===== src/aes_config.svh =====
`ifndef AES_CONFIG_SVH
`define AES_CONFIG_SVH

// ############################
// aes-128 fixed sizes.
// ############################

`define AES_ROUNDS   10     // cipher rounds after the first key add.
`define AES_NUM_KEYS 11     // round keys 0 to 10.

// constant of the s-box affine map.
`define AES_AFFINE_C 8'h63

`endif


===== src/aes_pkg.sv =====
`default_nettype none

package aes_pkg;

    // ############################
    // widths with a meaning.
    // ############################
    typedef logic [127:0] block_t;      // cipher block or round key.
    typedef logic [31:0]  word_t;       // key schedule word.
    typedef logic [7:0]   byte_t;
    typedef logic [3:0]   round_idx_t;  // round key index, 0 to 10.

    typedef enum logic [1:0] {
        IDLE,
        ROUND,
        DONE
    } cipher_state_t;

    // multiply by x in gf(2^8), reduced by the aes polynomial.
    function automatic byte_t xtime(byte_t b);
        return {b[6:0], 1'b0} ^ (b[7] ? 8'h1b : 8'h00);
    endfunction

endpackage

`default_nettype wire


===== src/aes_key_store.sv =====
`timescale 1ns/1ns
`default_nettype none

`include "aes_config.svh"

module aes_key_store import aes_pkg::*; (
    input  logic       clk,
    input  logic       res,
    input  logic       wr_en,
    input  round_idx_t wr_idx,
    input  block_t     wr_key,
    input  round_idx_t rd_idx,
    output block_t     rd_key
);

    block_t keys [`AES_NUM_KEYS];

    // ############################
    // write port.
    // ############################
    always_ff @(posedge clk or negedge res) begin
        if (!res) begin
            for (int i = 0; i < `AES_NUM_KEYS; i++) begin
                keys[i] <= '0;
            end
        end else if (wr_en) begin
            keys[wr_idx] <= wr_key;
        end
    end

    // read port, straight from the registers.
    assign rd_key = (rd_idx < round_idx_t'(`AES_NUM_KEYS)) ? keys[rd_idx] : '0;

    a_wr_in_range: assert property (@(posedge clk) disable iff (!res)
        wr_en |-> wr_idx < round_idx_t'(`AES_NUM_KEYS));

endmodule

`default_nettype wire


===== config.mk =====
export PLATFORM = sky130hd
export DESIGN_NAME = aes_key_store
export DESIGN_NICKNAME = d
export VERILOG_FILES = /design/src/aes_pkg.sv /design/src/aes_key_store.sv
export VERILOG_INCLUDE_DIRS = /design/src
export SDC_FILE = /design/constraint.sdc
export NUM_CORES = 2
export LEC_CHECK = 0
export CAP_MARGIN = 20
export CORE_MARGIN = 2
export CORE_UTILIZATION = 64
export DETAILED_ROUTE_END_ITERATION = 10
export DONT_BUFFER_PORTS = 1
export PLACE_DENSITY = 0.8
export SLEW_MARGIN = 15
export SYNTH_ARGS = -nofsm -noshare
export SYNTH_HDL_FRONTEND = slang
export SYNTH_SLANG_ARGS = --single-unit
export TNS_END_PERCENT = 10

===== constraint.sdc =====
create_clock -name clk -period 1.9 [get_ports clk]
set_input_delay 0.19 -clock clk [delete_from_list [all_inputs] [get_ports clk]]
set_output_delay 0.19 -clock clk [all_outputs]
set_load 0.01 [all_outputs]

# ---- Word level (Yosys, flattened, before mapping)
# Cells that the tools add are included.
dict set report op_classes {
  addsub 0
  magnitude_cmp 4
  shifts 0
  div_mod_pow 0
  n_bitwise 2
  mul 0
  reduce_logical 1
  mux 7
  eq_ne 0
}
# operator n
set op_table {}
lappend op_table {{1408-bit bitwise mux} 1}
lappend op_table {{128-bit binary-select mux with 4-bit select} 1}
lappend op_table {{128-bit demux with 4-bit select} 1}
lappend op_table {{128-bit 2-to-1 mux} 4}
lappend op_table {{5-bit >= comparator (second input constant)} 2}
lappend op_table {{4-bit inverter with 5-bit output} 2}
lappend op_table {{5-bit by 1-bit < comparator with 1-bit output (second input constant)} 1}
lappend op_table {{4-bit < comparator (second input constant)} 1}
lappend op_table {{1-bit logical AND} 1}
dict set report word_totals {
  memories 0
  wordCells 25
  latch_bits 0
  output_inout_bits 128
  mem_bits_rw 0
  rom_bits 0
  reg_bits 1408
}

# ---- Depth between registers and ports, before layout
dict set report depth {
  depth_word 6
  mapped_depth 7
}

# ---- Worst setup path after synthesis
# No wires, ideal clock.
dict set report synth_timing {
  path_type {input to output}
  from {input port rd_idx[0]}
  to {output port rd_key[100]}
  arrival_time_ps 1502
  stages 6
  setup_slack_ps 208
  cell_sequence {buf_6 -> buf_6 -> buf_6 -> mux4_2 -> nand2b_1 -> a22o_1}
}
dict set report synth_between {
  elab_chain_len 5
  elab_cells_between_ends 6
  classes_between {1 x order compare; 4 x mux; 1 x bitwise}
}
# item line
set synth_lines {}
lappend synth_lines {{from (decl)} aes_key_store.sv:12} ;# input round_idx_t rd_idx,
lappend synth_lines {{4-bit inverter with 5-bit output (implied by the code)} aes_key_store.sv:32} ;# assign rd_key = (rd_idx < round_idx_t'(`AES_NUM_KEYS)) ? keys[rd_idx] : '0;
lappend synth_lines {{128-bit binary-select mux with 4-bit select} aes_key_store.sv:32}
lappend synth_lines {{128-bit 2-to-1 mux (implied by the code) (2 in a row)} aes_key_store.sv:32}
lappend synth_lines {{128-bit 2-to-1 mux *} aes_key_store.sv:32}
lappend synth_lines {{to (decl)} aes_key_store.sv:13} ;# output block_t rd_key
# Mark *: on every way between the ends. The rest lies on a longest branch, timed or not. The select of a mux whose other input is x is not followed.

# ---- Final worst setup path
dict set report layout_timing {
  from {register keys[458] in the netlist's numbering}
  to {output port rd_key[74]}
}
dict set report layout_between {
  elab_chain_len 4
}
# item line
set layout_lines {}
lappend layout_lines {{from (decl)} aes_key_store.sv:16} ;# block_t keys [`AES_NUM_KEYS];
lappend layout_lines {{from (signal, indexed assignment)} aes_key_store.sv:27} ;# keys[wr_idx] <= wr_key;
lappend layout_lines {{128-bit binary-select mux with 4-bit select} aes_key_store.sv:32}
lappend layout_lines {{128-bit 2-to-1 mux (implied by the code) (2 in a row)} aes_key_store.sv:32}
lappend layout_lines {{128-bit 2-to-1 mux} aes_key_store.sv:32}
# Every way passes these cells. The select of a mux whose other input is x is not followed.

==> impl_metrics.yaml <==
outcome:
  status: "finished, violations left"
  violations: "hold timing, setup timing"
floorplan:
  coreArea_um2: 99860
  die_y_um: 321.0
  fp.dieArea_um2: 103000
  start_util_pct: 64.39
  rows: 116
  dieWidth_um: 321.0
  num_io_pins: 267
sta:
  report.final.setup_viol: 265
  period_minus_slack_ns: 2.297
  hold_viol: 522
  timing.fmax_mhz: 435.4
  max_slew_margin_pct: 31.54
  skew_ns: 0
  grt_setup_unrepaired: "true"
  tightest_slew_ns: 1.027
  whs_ns: -0.8621
  drv_slew: 0
  fin_crit_sh_pct: 120.9
  fin_setup_tns_ns: -45.75
  layout_setup_ws_ns: -0.3966
synthesis:
  yosys.area_share.simple_pct: 1.428
  synthTopCellsByCount: "dfrtp_1, mux2_2, mux2i_1"
  synth_xor_xnor_area_share_pct: 0
  synth_top_family_by_area: "multiplexers"
  synth_top_area_share_pct: 54.80
  synth_top_area_cell: "dfrtp_1"
  synth_cell_type_count: 25
  netlist_instances: 4315
  yosys_most_used_dff: "dfrtp_1"
  synthAdderAreaFrac_pct: 0
  synth-compound-area-share_pct: 5.242
  avgSynthCellArea_um2: 14.90
  synth_nets: 4454
  ys_warn_count: 0
  synth_edf_count: 0
  async_flop_share_pct: 100.0
  synthMuxAreaShare_pct: 35.12
  ys_seq_area_share_pct: 54.80
  syn_area_um2: 64300
  synthTopCellsByArea: "dfrtp_1, mux2_2, mux2i_1"
  ys_ff_latch: 1408
routing:
  totalWireLength_um: 157700
  drcViolationCount: 0
  drtAntennaViolNets: 0
  drt-vias-per-instance: 6.621
  drtIter0Drc: 2628
  vias: 37970
  first_pass_iters: 5
  wl_per_cell_um: 27.49
placement:
  dpl-instance-area_um2: 65920
  place_ws_ns: -0.8230
  dp_hpwl_um: 85520
  dp_cells: 5303
  io_buffers: 0
  gp_congestion: 0.7679
power:
  total_power_mw: 84.81
  clkPwrFrac_pct: 34.1
  p_per_area_nw_per_um2: 1149
  p_sw_mw: 21.26
  swShare_pct: 25.07
  seq_power_share_pct: 47.8
  intPower_mw: 63.55
  power.leakage_nw: 32.38
  p_comb_share_pct: 18.2
  peakVddDrop_v: 0.001029
global_routing:
  use_met1_pct: 41.96
  grt_usage_pct: 30.21
  grt_pass1_vias: 39990
  grt_pass1_wl_um: 241000
  groute.layer.met3.usage_pct: 6.391
  gr-usage-met2_pct: 48.46
  top_usage_layer: "met2"
  grt_max_degree: 515
  globalRouteOverflowTotal: 0
  antenna_found_initial: 21
critical_path:
  reg2reg_depth: 2
  cp_cell_sequence: "mux4_2 > nand2b_4 > a22o_4"
  cp.arrival_ns: 2.11
  critical_path_peak_fanout: 2
  worstSetupStartpointType: "flop"
  r2r_setup_slack_ns: 0.60
  critPathKind: "flop to output pin"
  end_kind: "output pin"
  worst_r2r_endpoint: "keys[1001]"
  crit_slowest_cell: "mux4_2"
  cp.required_ns: 1.71
  worstReg2RegStart: "keys[1001]"
  slowest_delay_ns: 0.51
finish:
  drive_gt1_share_pct: 47.42
  instances_no_fill: 5735
  final_nets: 4455
  largest_reg_flops: 1408
  synthToLayoutAreaGrowth_pct: 14.82
  regMostFlops: "keys"
  top_regs: "keys (1408)"
  final_cell_area_um2: 73830
  final_util_pct: 73.93
clock_network:
  cts_buffer_depth: 3
  root_buffer: "clkbuf_16"
  clk_latency_ns: 0.73
  htreeDepth: 4
  hold_buffers: 133
  clkTransAtPathRegs_ns: 0.06
  cts.sinks: 1408
  cts_tree: "done"
  cts_made_buffers: 147
worst_hold_path:
  worstHoldPathType: "input port to async pin"
job:
  maxCapViolCount: 0
[what timing repair did]
action / CTS / global route
cloned: 0 / 9
endpoints found under the setup margin: 221 / 292
hold endpoints to repair: 2084 / 521
resized for setup: 136 / 59
pin swaps: 11 / 14
buffers inserted: 10 / 5
[area by class of cell]
| class | count | area, µm² |
|---|---|---|
| tap | 1298 | 1624 |
| multi-input combinational | 2454 | 28190 |
| clock buffer | 228 | 4449 |
| fill | 6010 | 26030 |
| timing repair buffer | 304 | 3874 |
| inverter | 1 | 3.754 |
| sequential | 1408 | 35230 |
| antenna | 11 | 27.53 |
| clock inverter | 31 | 422.9 |
[power groups by stage]
stage                     registers, mW  logic, mW  clock network (mW)
after global placement             40.4       12.3                   0
after detailed placement           40.9       13.3                   0
final                              40.5       15.4                28.9
after global routing               41.3       16.6                30.6
after floorplan                    39.7       11.3                   0
after CTS                          40.4       14.7                29.3
[routing by layer]
metal  share of wire, %  routed length, µm  vias up
li1                   -                  -    16026
met2                 48              76110     1049
met5              0.098                155        -
met3                6.4              10080      314
met4                2.7               4233       24
met1                 43              67090    20557
[critical path: cells and delay by family (launching register included)]
kind | cells | cell delay [ns]
AO/OA/AOI/OAI | 1 | 0.28
multiplexers | 1 | 0.51
AND/OR/NAND/NOR | 1 | 0.17
flip-flops | 1 | 0.39
[worst max path at each step]
stage	to	cells past startpoint	start	slack, ns
floorplan	rd_key[100]	6	rd_idx[0]	0.21
global placement	keys[818]	5	wr_idx[0]	0.10
detailed placement	keys[816]	3	res	-0.82
global route	rd_key[74]	3	keys[458]	-0.43
finish	rd_key[74]	3	keys[458]	-0.40
CTS	rd_key[74]	3	keys[458]	-0.40
[cell usage in the layout, fill, tap and decap left out, drive strengths merged]
master	n
nor3	3
bufinv	7
a22o	128
dlygate4sd3	133
inv	8
nor2b	3
buf	164
nor2	4
nor3b	2
mux2i	384
a211oi	1
nand2	2
diode	11
nand3b	3
and3	1
nand3	1
dfrtp	1408
mux4	128
a221oi	128
nor4	1
clkbuf	235
mux2	1408
o2bb2ai	128
clkinvlp	3
clkinv	14
nand2b	129
[cells by family (layout without fill, tap and decap cells)]
group | after synthesis | in the layout
AOI/OAI and AO/OA | 385 | 385
buffers and inverters | 453 | 564
DFF | 1408 | 1408
muxes | 1920 | 1920
other | 0 | 11
and+or+nand+nor | 149 | 149
No activity file was read; power rests on OpenSTA's default activity.
