[src/aes_config.svh]
`ifndef AES_CONFIG_SVH
`define AES_CONFIG_SVH

// ############################
// aes-128 fixed sizes.
// ############################

`define AES_ROUNDS   10     // cipher rounds after the first key add.
`define AES_NUM_KEYS 11     // round keys 0 to 10.

// constant of the s-box affine map.
`define AES_AFFINE_C 8'h63

`endif

[src/aes_pkg.sv]
`default_nettype none

package aes_pkg;

    // ############################
    // widths with a meaning.
    // ############################
    typedef logic [127:0] block_t;      // cipher block or round key.
    typedef logic [31:0]  word_t;       // key schedule word.
    typedef logic [7:0]   byte_t;
    typedef logic [3:0]   round_idx_t;  // round key index, 0 to 10.

    typedef enum logic [1:0] {
        IDLE,
        ROUND,
        DONE
    } cipher_state_t;

    // multiply by x in gf(2^8), reduced by the aes polynomial.
    function automatic byte_t xtime(byte_t b);
        return {b[6:0], 1'b0} ^ (b[7] ? 8'h1b : 8'h00);
    endfunction

endpackage

`default_nettype wire

[src/aes_key_expand.sv]
`timescale 1ns/1ns
`default_nettype none

`include "aes_config.svh"

module aes_key_expand import aes_pkg::*; (
    input  logic       clk,
    input  logic       res,
    input  logic       load_key,
    input  block_t     key,
    input  logic       busy,
    output logic       wr_en,
    output round_idx_t wr_idx,
    output block_t     wr_key,
    output logic       key_ready
);

    block_t     rk;         // round key being written.
    block_t     rk_next;
    round_idx_t cnt;
    byte_t      rcon;
    logic       active;
    logic       accept;

    word_t w0, w1, w2, w3;
    word_t rot, sub, tmp;
    word_t n0, n1, n2, n3;

    assign accept = load_key && !busy;  // keys stay put during a block.

    // ############################
    // next round key.
    // ############################
    assign {w0, w1, w2, w3} = rk;
    assign rot = {w3[23:0], w3[31:24]}; // rotword.

    for (genvar i = 0; i < 4; i++) begin : g_sub
        aes_sbox u_sbox (
            .in  (rot[8*i +: 8]),
            .out (sub[8*i +: 8])
        );
    end

    assign tmp = sub ^ {rcon, 24'h000000};
    assign n0  = w0 ^ tmp;
    assign n1  = w1 ^ n0;
    assign n2  = w2 ^ n1;
    assign n3  = w3 ^ n2;
    assign rk_next = {n0, n1, n2, n3};

    // ############################
    // control.
    // ############################
    always_ff @(posedge clk or negedge res) begin
        if (!res) begin
            active    <= 1'b0;
            cnt       <= '0;
            rcon      <= '0;
            key_ready <= 1'b0;
        end else if (accept) begin
            active <= 1'b1;
            cnt    <= '0;
            rcon   <= 8'h01;
        end else if (active) begin
            cnt  <= cnt + 1'b1;
            rcon <= xtime(rcon);
            if (cnt == round_idx_t'(`AES_ROUNDS)) begin
                active    <= 1'b0;
                key_ready <= 1'b1;  // with the last write.
            end else begin
                key_ready <= 1'b0;
            end
        end
    end

    always_ff @(posedge clk) begin
        if (accept) begin
            rk <= key;
        end else if (active) begin
            rk <= rk_next;
        end
    end

    assign wr_en  = active;
    assign wr_idx = cnt;
    assign wr_key = rk;

    a_wr_idx_range: assert property (@(posedge clk) disable iff (!res)
        wr_en |-> wr_idx <= round_idx_t'(`AES_ROUNDS));

endmodule

`default_nettype wire

[src/aes_sbox.sv]
`timescale 1ns/1ns
`default_nettype none

`include "aes_config.svh"

module aes_sbox import aes_pkg::*; (
    input  byte_t in,
    output byte_t out
);

    byte_t pw;      // running square, in^(2^k).
    byte_t inv;     // multiplicative inverse.

    // shift and add multiply in gf(2^8).
    function automatic byte_t gf_mul(byte_t a, byte_t b);
        byte_t p;
        byte_t aa;
        p  = '0;
        aa = a;
        for (int i = 0; i < 8; i++) begin
            if (b[i]) begin
                p = p ^ aa;
            end
            aa = xtime(aa);
        end
        return p;
    endfunction

    // ############################
    // inverse as in^254.
    // ############################
    // 254 = 2 + 4 + 8 + 16 + 32 + 64 + 128, so multiply the seven squares.
    // zero maps to zero on its own.
    always_comb begin
        pw  = in;
        inv = 8'h01;
        for (int k = 1; k < 8; k++) begin
            pw  = gf_mul(pw, pw);
            inv = gf_mul(inv, pw);
        end
    end

    // ############################
    // affine map.
    // ############################
    assign out = inv
               ^ {inv[6:0], inv[7]}
               ^ {inv[5:0], inv[7:6]}
               ^ {inv[4:0], inv[7:5]}
               ^ {inv[3:0], inv[7:4]}
               ^ `AES_AFFINE_C;

endmodule

`default_nettype wire

[config.mk]
export PLATFORM = sky130hd
export DESIGN_NAME = aes_key_expand
export DESIGN_NICKNAME = d
export VERILOG_FILES = /design/src/aes_pkg.sv /design/src/aes_key_expand.sv /design/src/aes_sbox.sv
export VERILOG_INCLUDE_DIRS = /design/src
export SDC_FILE = /design/constraint.sdc
export NUM_CORES = 2
export LEC_CHECK = 0
export BUFFER_PORTS_ARGS = -buffer_cell sky130_fd_sc_hd__buf_4
export CAP_MARGIN = 0
export CORE_MARGIN = 5
export CORE_UTILIZATION = 50
export CTS_CLUSTER_SIZE = 28
export DETAILED_ROUTE_END_ITERATION = 16
export PLACE_DENSITY_LB_ADDON = 0.15
export SLEW_MARGIN = 30
export SYNTH_ARGS = -nofsm -noshare
export SYNTH_HDL_FRONTEND = slang
export SYNTH_HIERARCHICAL = 1
export SYNTH_SLANG_ARGS = --single-unit
[constraint.sdc]
create_clock -name clk -period 30.8 [get_ports clk]
set_input_delay 4.62 -clock clk [delete_from_list [all_inputs] [get_ports clk]]
set_output_delay 4.62 -clock clk [all_outputs]
set_load 0.01 [all_outputs]
== Yosys cells after proc, flatten, opt, wreduce, memory -nomap -nowiden ==
Index checks and enable logic that the tools add are counted.

* Register bits: 142
* Bits in latches: 0
* Memory bits (writable): 0
* Bits in read-only memories: 0
* Bits of input ports: 132
* Output and inout port bits: 134
* Word-level logic and storage cells: 1617
* Memories: 0

* $add $sub $neg: 1
* $mul: 0
* Div/mod/pow operators: 0
* $lt $le $gt $ge: 0
* Eq/ne operators: 1
* Shifts and indexed selects: 0
* Muxes and demuxes: 823
* Bitwise logic cells: 783
* Reduce and logical (&&, ||, !) cells: 4

{| class="wikitable"
|+ Operator list
! kind !! count
|-
| 8-bit bitwise XOR || 744
|-
| 8-bit 2-to-1 mux || 422
|-
| 5-bit 2-to-1 mux || 369
|-
| 128-bit 2-to-1 mux || 2
|-
| 32-bit bitwise XOR || 5
|-
| 7-bit 2-to-1 mux || 4
|-
| 1-bit NOT (first input constant) || 28
|-
| 4-bit 2-to-1 mux || 6
|-
| 6-bit 2-to-1 mux || 4
|-
| 4-bit NOT || 4
|-
| 3-bit 2-to-1 mux || 4
|-
| 1-bit 2-to-1 mux || 8
|-
| 2-bit 2-to-1 mux || 4
|-
| 8-bit by 5-bit bitwise XOR with 8-bit output || 1
|-
| 4-bit by 1-bit adder with 4-bit output (second input constant) || 1
|-
| 4-bit equality test (second input constant) || 1
|-
| 2-bit AND reduction || 1
|-
| 2-bit nonzero test || 1
|-
| 1-bit logical AND || 1
|-
| 1-bit logical NOT || 1
|-
| 1-bit NOT || 1
|}

== Longest topological paths before layout ==
* Word-level depth: 139
* Depth in mapped cells: 62
* Mapped depth without buffers: 53

== Modules after synthesis ==
Netlist, hierarchy kept.

{| class="wikitable"
|+ By module, submodules not included
! module !! instances !! cells an instance !! area an instance (µm²) !! seq. area each (µm²)
|-
| aes_sbox || 4 || 1942 || 15220.8 || 0.0
|-
| aes_key_expand || 1 || 614 || 7867.5 || 4194.0
|}

== Worst setup path after synthesis ==
OpenSTA, ideal clock, no wires.

* Kind: flip-flop to flip-flop
* Start: reg rk[23], in the netlist wr_key[23]
* End: reg rk[24], in the netlist wr_key[24] (data pin)
* Library setup time: 0.146 ns
* Arrival time: 15.294 ns
* Required time: 30.654 ns
* Setup slack: 15.360 ns
* Cell stages (with the launch flop): 60
* Buffers on the path: 7
* Period minus slack after synthesis: 15.440 ns
* Cells stage by stage: edfxtp_1 buf_2 buf_2 nand2_1 xor2_1 inv_2 buf_1 clkbuf_1 ha_1 buf_1 nand2_1 xor2_1 xnor2_1 clkinv_1 buf_1 ha_1 xnor2_1 nand2_1 (+24 left out) a32oi_1 nand3_1 a311o_1 o211a_1 a21oi_1 xnor2_4 inv_2 xnor2_2 xor2_2 nor2_1 xnor3_1 xnor2_1 xnor3_1 xnor3_1 xnor2_1 xor3_2 xnor3_1 a21oi_1

* Word-level cells in the longest chain between the ends: 136
* Elaborated cells between the ends (all ways): 393
* Classes of those cells: mux: 201; bitwise: 192

{| class="wikitable"
|+ Ends and longest elaborated chain
! item !! RTL line !! RTL
|-
| from (decl) || aes_key_expand.sv:18 || <nowiki>block_t rk;</nowiki>
|-
| from (signal assigned) || aes_key_expand.sv:78 || <nowiki>rk <= key;</nowiki>
|-
| from (signal assigned) || aes_key_expand.sv:80 || <nowiki>rk <= rk_next;</nowiki>
|-
| 5-bit 2-to-1 mux / 8-bit 2-to-1 mux (equally long branches) || aes_pkg.sv:21, aes_sbox.sv:21 ||
|-
| 8-bit bitwise XOR, on equally long branches || aes_pkg.sv:21, aes_sbox.sv:22 ||
|-
| 8-bit bitwise XOR / 8-bit 2-to-1 mux (equally long branches) || aes_sbox.sv:22, aes_sbox.sv:21 ||
|-
| 8-bit 2-to-1 mux / 8-bit bitwise XOR (equally long branches) || aes_sbox.sv:21, aes_sbox.sv:22 ||
|-
| 8-bit bitwise XOR / 8-bit 2-to-1 mux (equally long branches) || aes_sbox.sv:22, aes_sbox.sv:21 ||
|-
| 8-bit 2-to-1 mux / 8-bit bitwise XOR (equally long branches) || aes_sbox.sv:21, aes_sbox.sv:22 ||
|-
| 8-bit bitwise XOR / 8-bit 2-to-1 mux (equally long branches) || aes_sbox.sv:22, aes_sbox.sv:21 ||
|-
| 8-bit 2-to-1 mux / 8-bit bitwise XOR (equally long branches) || aes_sbox.sv:21, aes_sbox.sv:22 ||
|-
| (+121 left out) || n/a ||
|-
| via sub[24] || aes_key_expand.sv:26 || <nowiki>word_t rot, sub, tmp;</nowiki>
|-
| 32-bit bitwise XOR (*) || aes_key_expand.sv:44 || <nowiki>assign tmp = sub ^ {rcon, 24'h000000};</nowiki>
|-
| 32-bit bitwise XOR (*) || aes_key_expand.sv:45 || <nowiki>assign n0 = w0 ^ tmp;</nowiki>
|-
| 32-bit bitwise XOR (*) || aes_key_expand.sv:46 || <nowiki>assign n1 = w1 ^ n0;</nowiki>
|-
| 32-bit bitwise XOR (*) || aes_key_expand.sv:47 || <nowiki>assign n2 = w2 ^ n1;</nowiki>
|-
| 32-bit bitwise XOR (*) || aes_key_expand.sv:48 || <nowiki>assign n3 = w3 ^ n2;</nowiki>
|-
| 128-bit 2-to-1 mux (*) || aes_key_expand.sv:79 || <nowiki>end else if (active) begin</nowiki>
|-
| 128-bit 2-to-1 mux (*) || aes_key_expand.sv:77 || <nowiki>if (accept) begin</nowiki>
|}

Mark *: on every way through the listed nets, which the timed path passes. The rest lies on a longest branch. The select of a mux whose other input is x is not followed.
A chain may end at the register's enable or synchronous reset.

== Worst setup path in the final report ==
* Start: reg rk[6], in the netlist wr_key[6]
* End: reg rk[9], in the netlist wr_key[9] (data pin)

* Word-level cells in the longest chain between the ends: 136
* Elaborated cells between the ends (all ways): 393
* Classes of those cells: mux: 201; bitwise: 192

{| class="wikitable"
|+ Ends and longest elaborated chain
! item !! RTL line !! RTL
|-
| 8-bit bitwise XOR || aes_pkg.sv:21 || <nowiki>return {b[6:0], 1'b0} ^ (b[7] ? 8'h1b : 8'h00);</nowiki>
|-
| 8-bit bitwise XOR || aes_sbox.sv:22 || <nowiki>p = p ^ aa;</nowiki>
|-
| 8-bit 2-to-1 mux || aes_sbox.sv:21 || <nowiki>if (b[i]) begin</nowiki>
|-
| 8-bit bitwise XOR || aes_sbox.sv:22 ||
|-
| 8-bit 2-to-1 mux || aes_sbox.sv:21 ||
|-
| 8-bit bitwise XOR || aes_sbox.sv:22 ||
|-
| 8-bit 2-to-1 mux || aes_sbox.sv:21 ||
|-
| 8-bit bitwise XOR || aes_sbox.sv:22 ||
|-
| (+121 left out) || n/a ||
|-
| via sub[9] || aes_key_expand.sv:26 ||
|-
| 32-bit bitwise XOR (*) || aes_key_expand.sv:44 ||
|-
| 32-bit bitwise XOR (*) || aes_key_expand.sv:45 ||
|-
| 32-bit bitwise XOR (*) || aes_key_expand.sv:46 ||
|-
| 32-bit bitwise XOR (*) || aes_key_expand.sv:47 ||
|-
| 32-bit bitwise XOR (*) || aes_key_expand.sv:48 ||
|-
| 128-bit 2-to-1 mux (*) || aes_key_expand.sv:79 ||
|-
| 128-bit 2-to-1 mux (*) || aes_key_expand.sv:77 ||
|}

Marked as above.

==> flow_summary.toml <==
[clocking]
cts_tree = "done"
insertion_delay_ns = 0.55
number_of_buffers_inserted_for_hold_repair_after_clock_tree_synthesis = 0
tritoncts.num_buffers = 17
clk_pin_slew_worst_paths_ns = 0.09
cts.path.max_buffers = 2
cts.repair_timing.setup_buffer_count = 0
tritoncts_num_sinks = 142
clk_root_buffer_cell = "clkbuf_16"
postCtsResizedCells = 0
htree_num_levels = 4

[sta]
final_worst_setup_slack_ns = 11.47
final.setup_skew_ns = 0.0466
timing_worst_slew_pin_value_ns = 1.15
period_needed_ns = 19.33
grt_setup_unrepaired = "no"
max_slew_margin = 0.229
timing.final.max_slew_violations = 0
max_clock_freq_mhz = 51.7
final_hold_viol_count = 0
report.final.setup_viol = 0
final.setup.tns_ns = 0
post-route-period-util = 0.628

[floorplan]
die_height_um = 381
floorplan.die_area_mm2 = 0.145
core_area_mm2 = 0.137
cell_row_count = 136
floorplan.io_pins = 266
die_width_um = 381
start_util = 0.502

[place]
gp_congestion = 0.925
place.port_buffers = 265
dpl-instance-area_mm2 = 0.0726
place_worst_setup_slack_ns = 11.73
detailed_place_hpwl_mm = 155

[critical_path]
crit_fanout = 22
worst_r2r_path_depth = 53
critical_path_data_arrival_time_ns = 19.72
critical-path-max-stage-delay_ns = 0.91
setup.worst_path.start_class = "flip-flop"
crit_type = "flip-flop to flip-flop"
critPathCaptureType = "flip-flop"
slowest_cell_on_crit_path = "edfxtp_1"
cp.required_ns = 31.19
most_used_cell_along_the_critical_path = "xnor3_1"

[layout]
post-route-util = 0.536
multi_input_comb_area_mm2 = 0.0622
design.final.nets = 8508
layout.cells.most_common = "xnor2_1"
area_growth_pct = 6.80
number_of_fill_cells = 12800
layout_common_cells = "1432 x xnor2_1, 1205 x nor2_1, 800 x nand2_1"
post_route_standard_cell_area_excluding_fillers_mm2 = 0.0734
reg_area_mm2 = 0.00419
final_layout_size_suffix_gt1_frac = 0.147

[detailed_routing]
count_of_unresolved_drc_violations_after_routing = 0
drt-total-wl_mm = 210
drtAntennaViolNets = 0
wire_per_inst_um = 20.7
drt_first_pass_iters = 6
detailroute.via_count = 61100
avgViaCountPerCell = 6.01
first_iter_violations = 6109

[global_routing]
globalRoute.busiestLayer = "met2"
via_count_of_the_first_global_routing_pass = 57400
grt_antenna_before_repair = 8
grt_util_all_layers = 0.276
grt_start_max_net_pins = 76
globalRouteMet2Util = 0.443
gr-total-overflow = 0
grt_util_met3 = 0.0367
grt_pass1_wl_mm = 331
grt.met1_usage = 0.398

[synth]
synthTopCellsByArea = "xnor2_1 19%, xnor3_1 13%, nor2_1 6.6%"
synth_cell_types = 115
synthesized_instance_count = 8382
postSynthRegisterBits = 142
synth.top_cell.area_share = 0.191
synth_area_per_cell_um2 = 8.20
mappedNetlistNets = 8544
syn_area_mm2 = 0.0688
synth-edff-count = 128
yosysTopAreaCell = "xnor2_1"
asyncSetResetFlopFracSynth = 0.0986
synthesis.yosys.warnings = 6
dominantRegCellSynth = "edfxtp_1"
synth_sequential_area_ratio = 0.0610

[min_path]
worst_min_delay_path_class = "flip-flop to flip-flop"
hold_depth = 2

[status]
status = "complete, no violations"

[job]
maxCapViolations = 0
## final cells by class
cell class | count | share of cell area
multi-input combinational | 7588 | 0.847
sequential | 142 | 0.0571
timing repair buffer | 511 | 0.0524
tap | 1794 | 0.0306
clock buffer | 17 | 0.00579
inverter | 86 | 0.00440
clock inverter | 15 | 0.00273
antenna | 4 | 0.000136
## routing by layer
layer,vias up,share of wire
met1,29400,0.45
met3,231,0.072
met2,2287,0.46
met5,-,0.00013
li1,29100,-
met4,4,0.020
## synthesized netlist by cell type, types with 63 or more instances
cell type	instances
a211oi_1	63
o21ai_0	218
a21oi_1	401
a22oi_1	68
clkbuf_1	296
xor2_1	366
nor2b_1	78
nor2_1	1211
xnor2_1	1500
nand2b_1	97
o22ai_1	108
nand2_1	801
buf_2	124
xnor2_2	176
o21ai_1	80
mux2i_1	237
nand3_1	184
nor3_1	208
a31oi_1	64
xnor3_1	396
mux2_2	72
edfxtp_1	128
## final timing paths
path	slack, ns	startpoint	end
max	11.47	wr_key[6]$_DFFE_PP_	wr_key[9]$_DFFE_PP_
min	0.53	key_ready$_DFFE_PN0P_	key_ready$_DFFE_PN0P_
max reg2reg	11.47	wr_key[6]$_DFFE_PP_	wr_key[9]$_DFFE_PP_
min reg2reg	0.53	key_ready$_DFFE_PN0P_	key_ready$_DFFE_PN0P_
max in group asynchronous	26.61	res	rcon[0]$_DFFE_PN0P_
min in group asynchronous	3.97	res	wr_idx[3]$_DFFE_PN0P_
## state kept, by name, indices dropped and copies added, names as in the netlist
| register | flops |
|---|---|
| wr_key | 128 |
| rcon | 8 |
| wr_idx | 4 |
| key_ready | 1 |
| wr_en | 1 |
## per-stage QoR
| stage | hold WS, ns | instances |
|---|---|---|
| final | 0.528 | 10200 |
| after global routing | 0.591 | 10200 |
| after CTS | 0.530 | 10200 |
| after detailed placement | 0.507 | 10100 |
| after global placement | 0.496 | 10100 |
| after floorplan | 0.510 | 8382 |
## critical path, delay by kind of cell (launching register included)
kind	cells	cell delay (ns)
multiplexers	4	0.94
AO/OA/AOI/OAI	12	4.09
AND/OR/NAND/NOR	13	3.05
flip-flops	1	0.91
XOR/XNOR	18	7.65
adder cells (fa/ha/maj)	3	1.50
buffers and inverters	3	1.03
## logic make-up after synthesis
family          after synthesis  share of synthesized area
compound gates             1579                      0.158
simple gates               2996                      0.197
buf+inv                     652                     0.0450
mux                         321                     0.0496
fa+ha+maj                    34                    0.00604
flops                       142                     0.0610
xor+xnor                   2658                      0.483
Power is not shown: default switching activity piles up to over one toggle a cycle in this logic, so the estimate is an artifact.
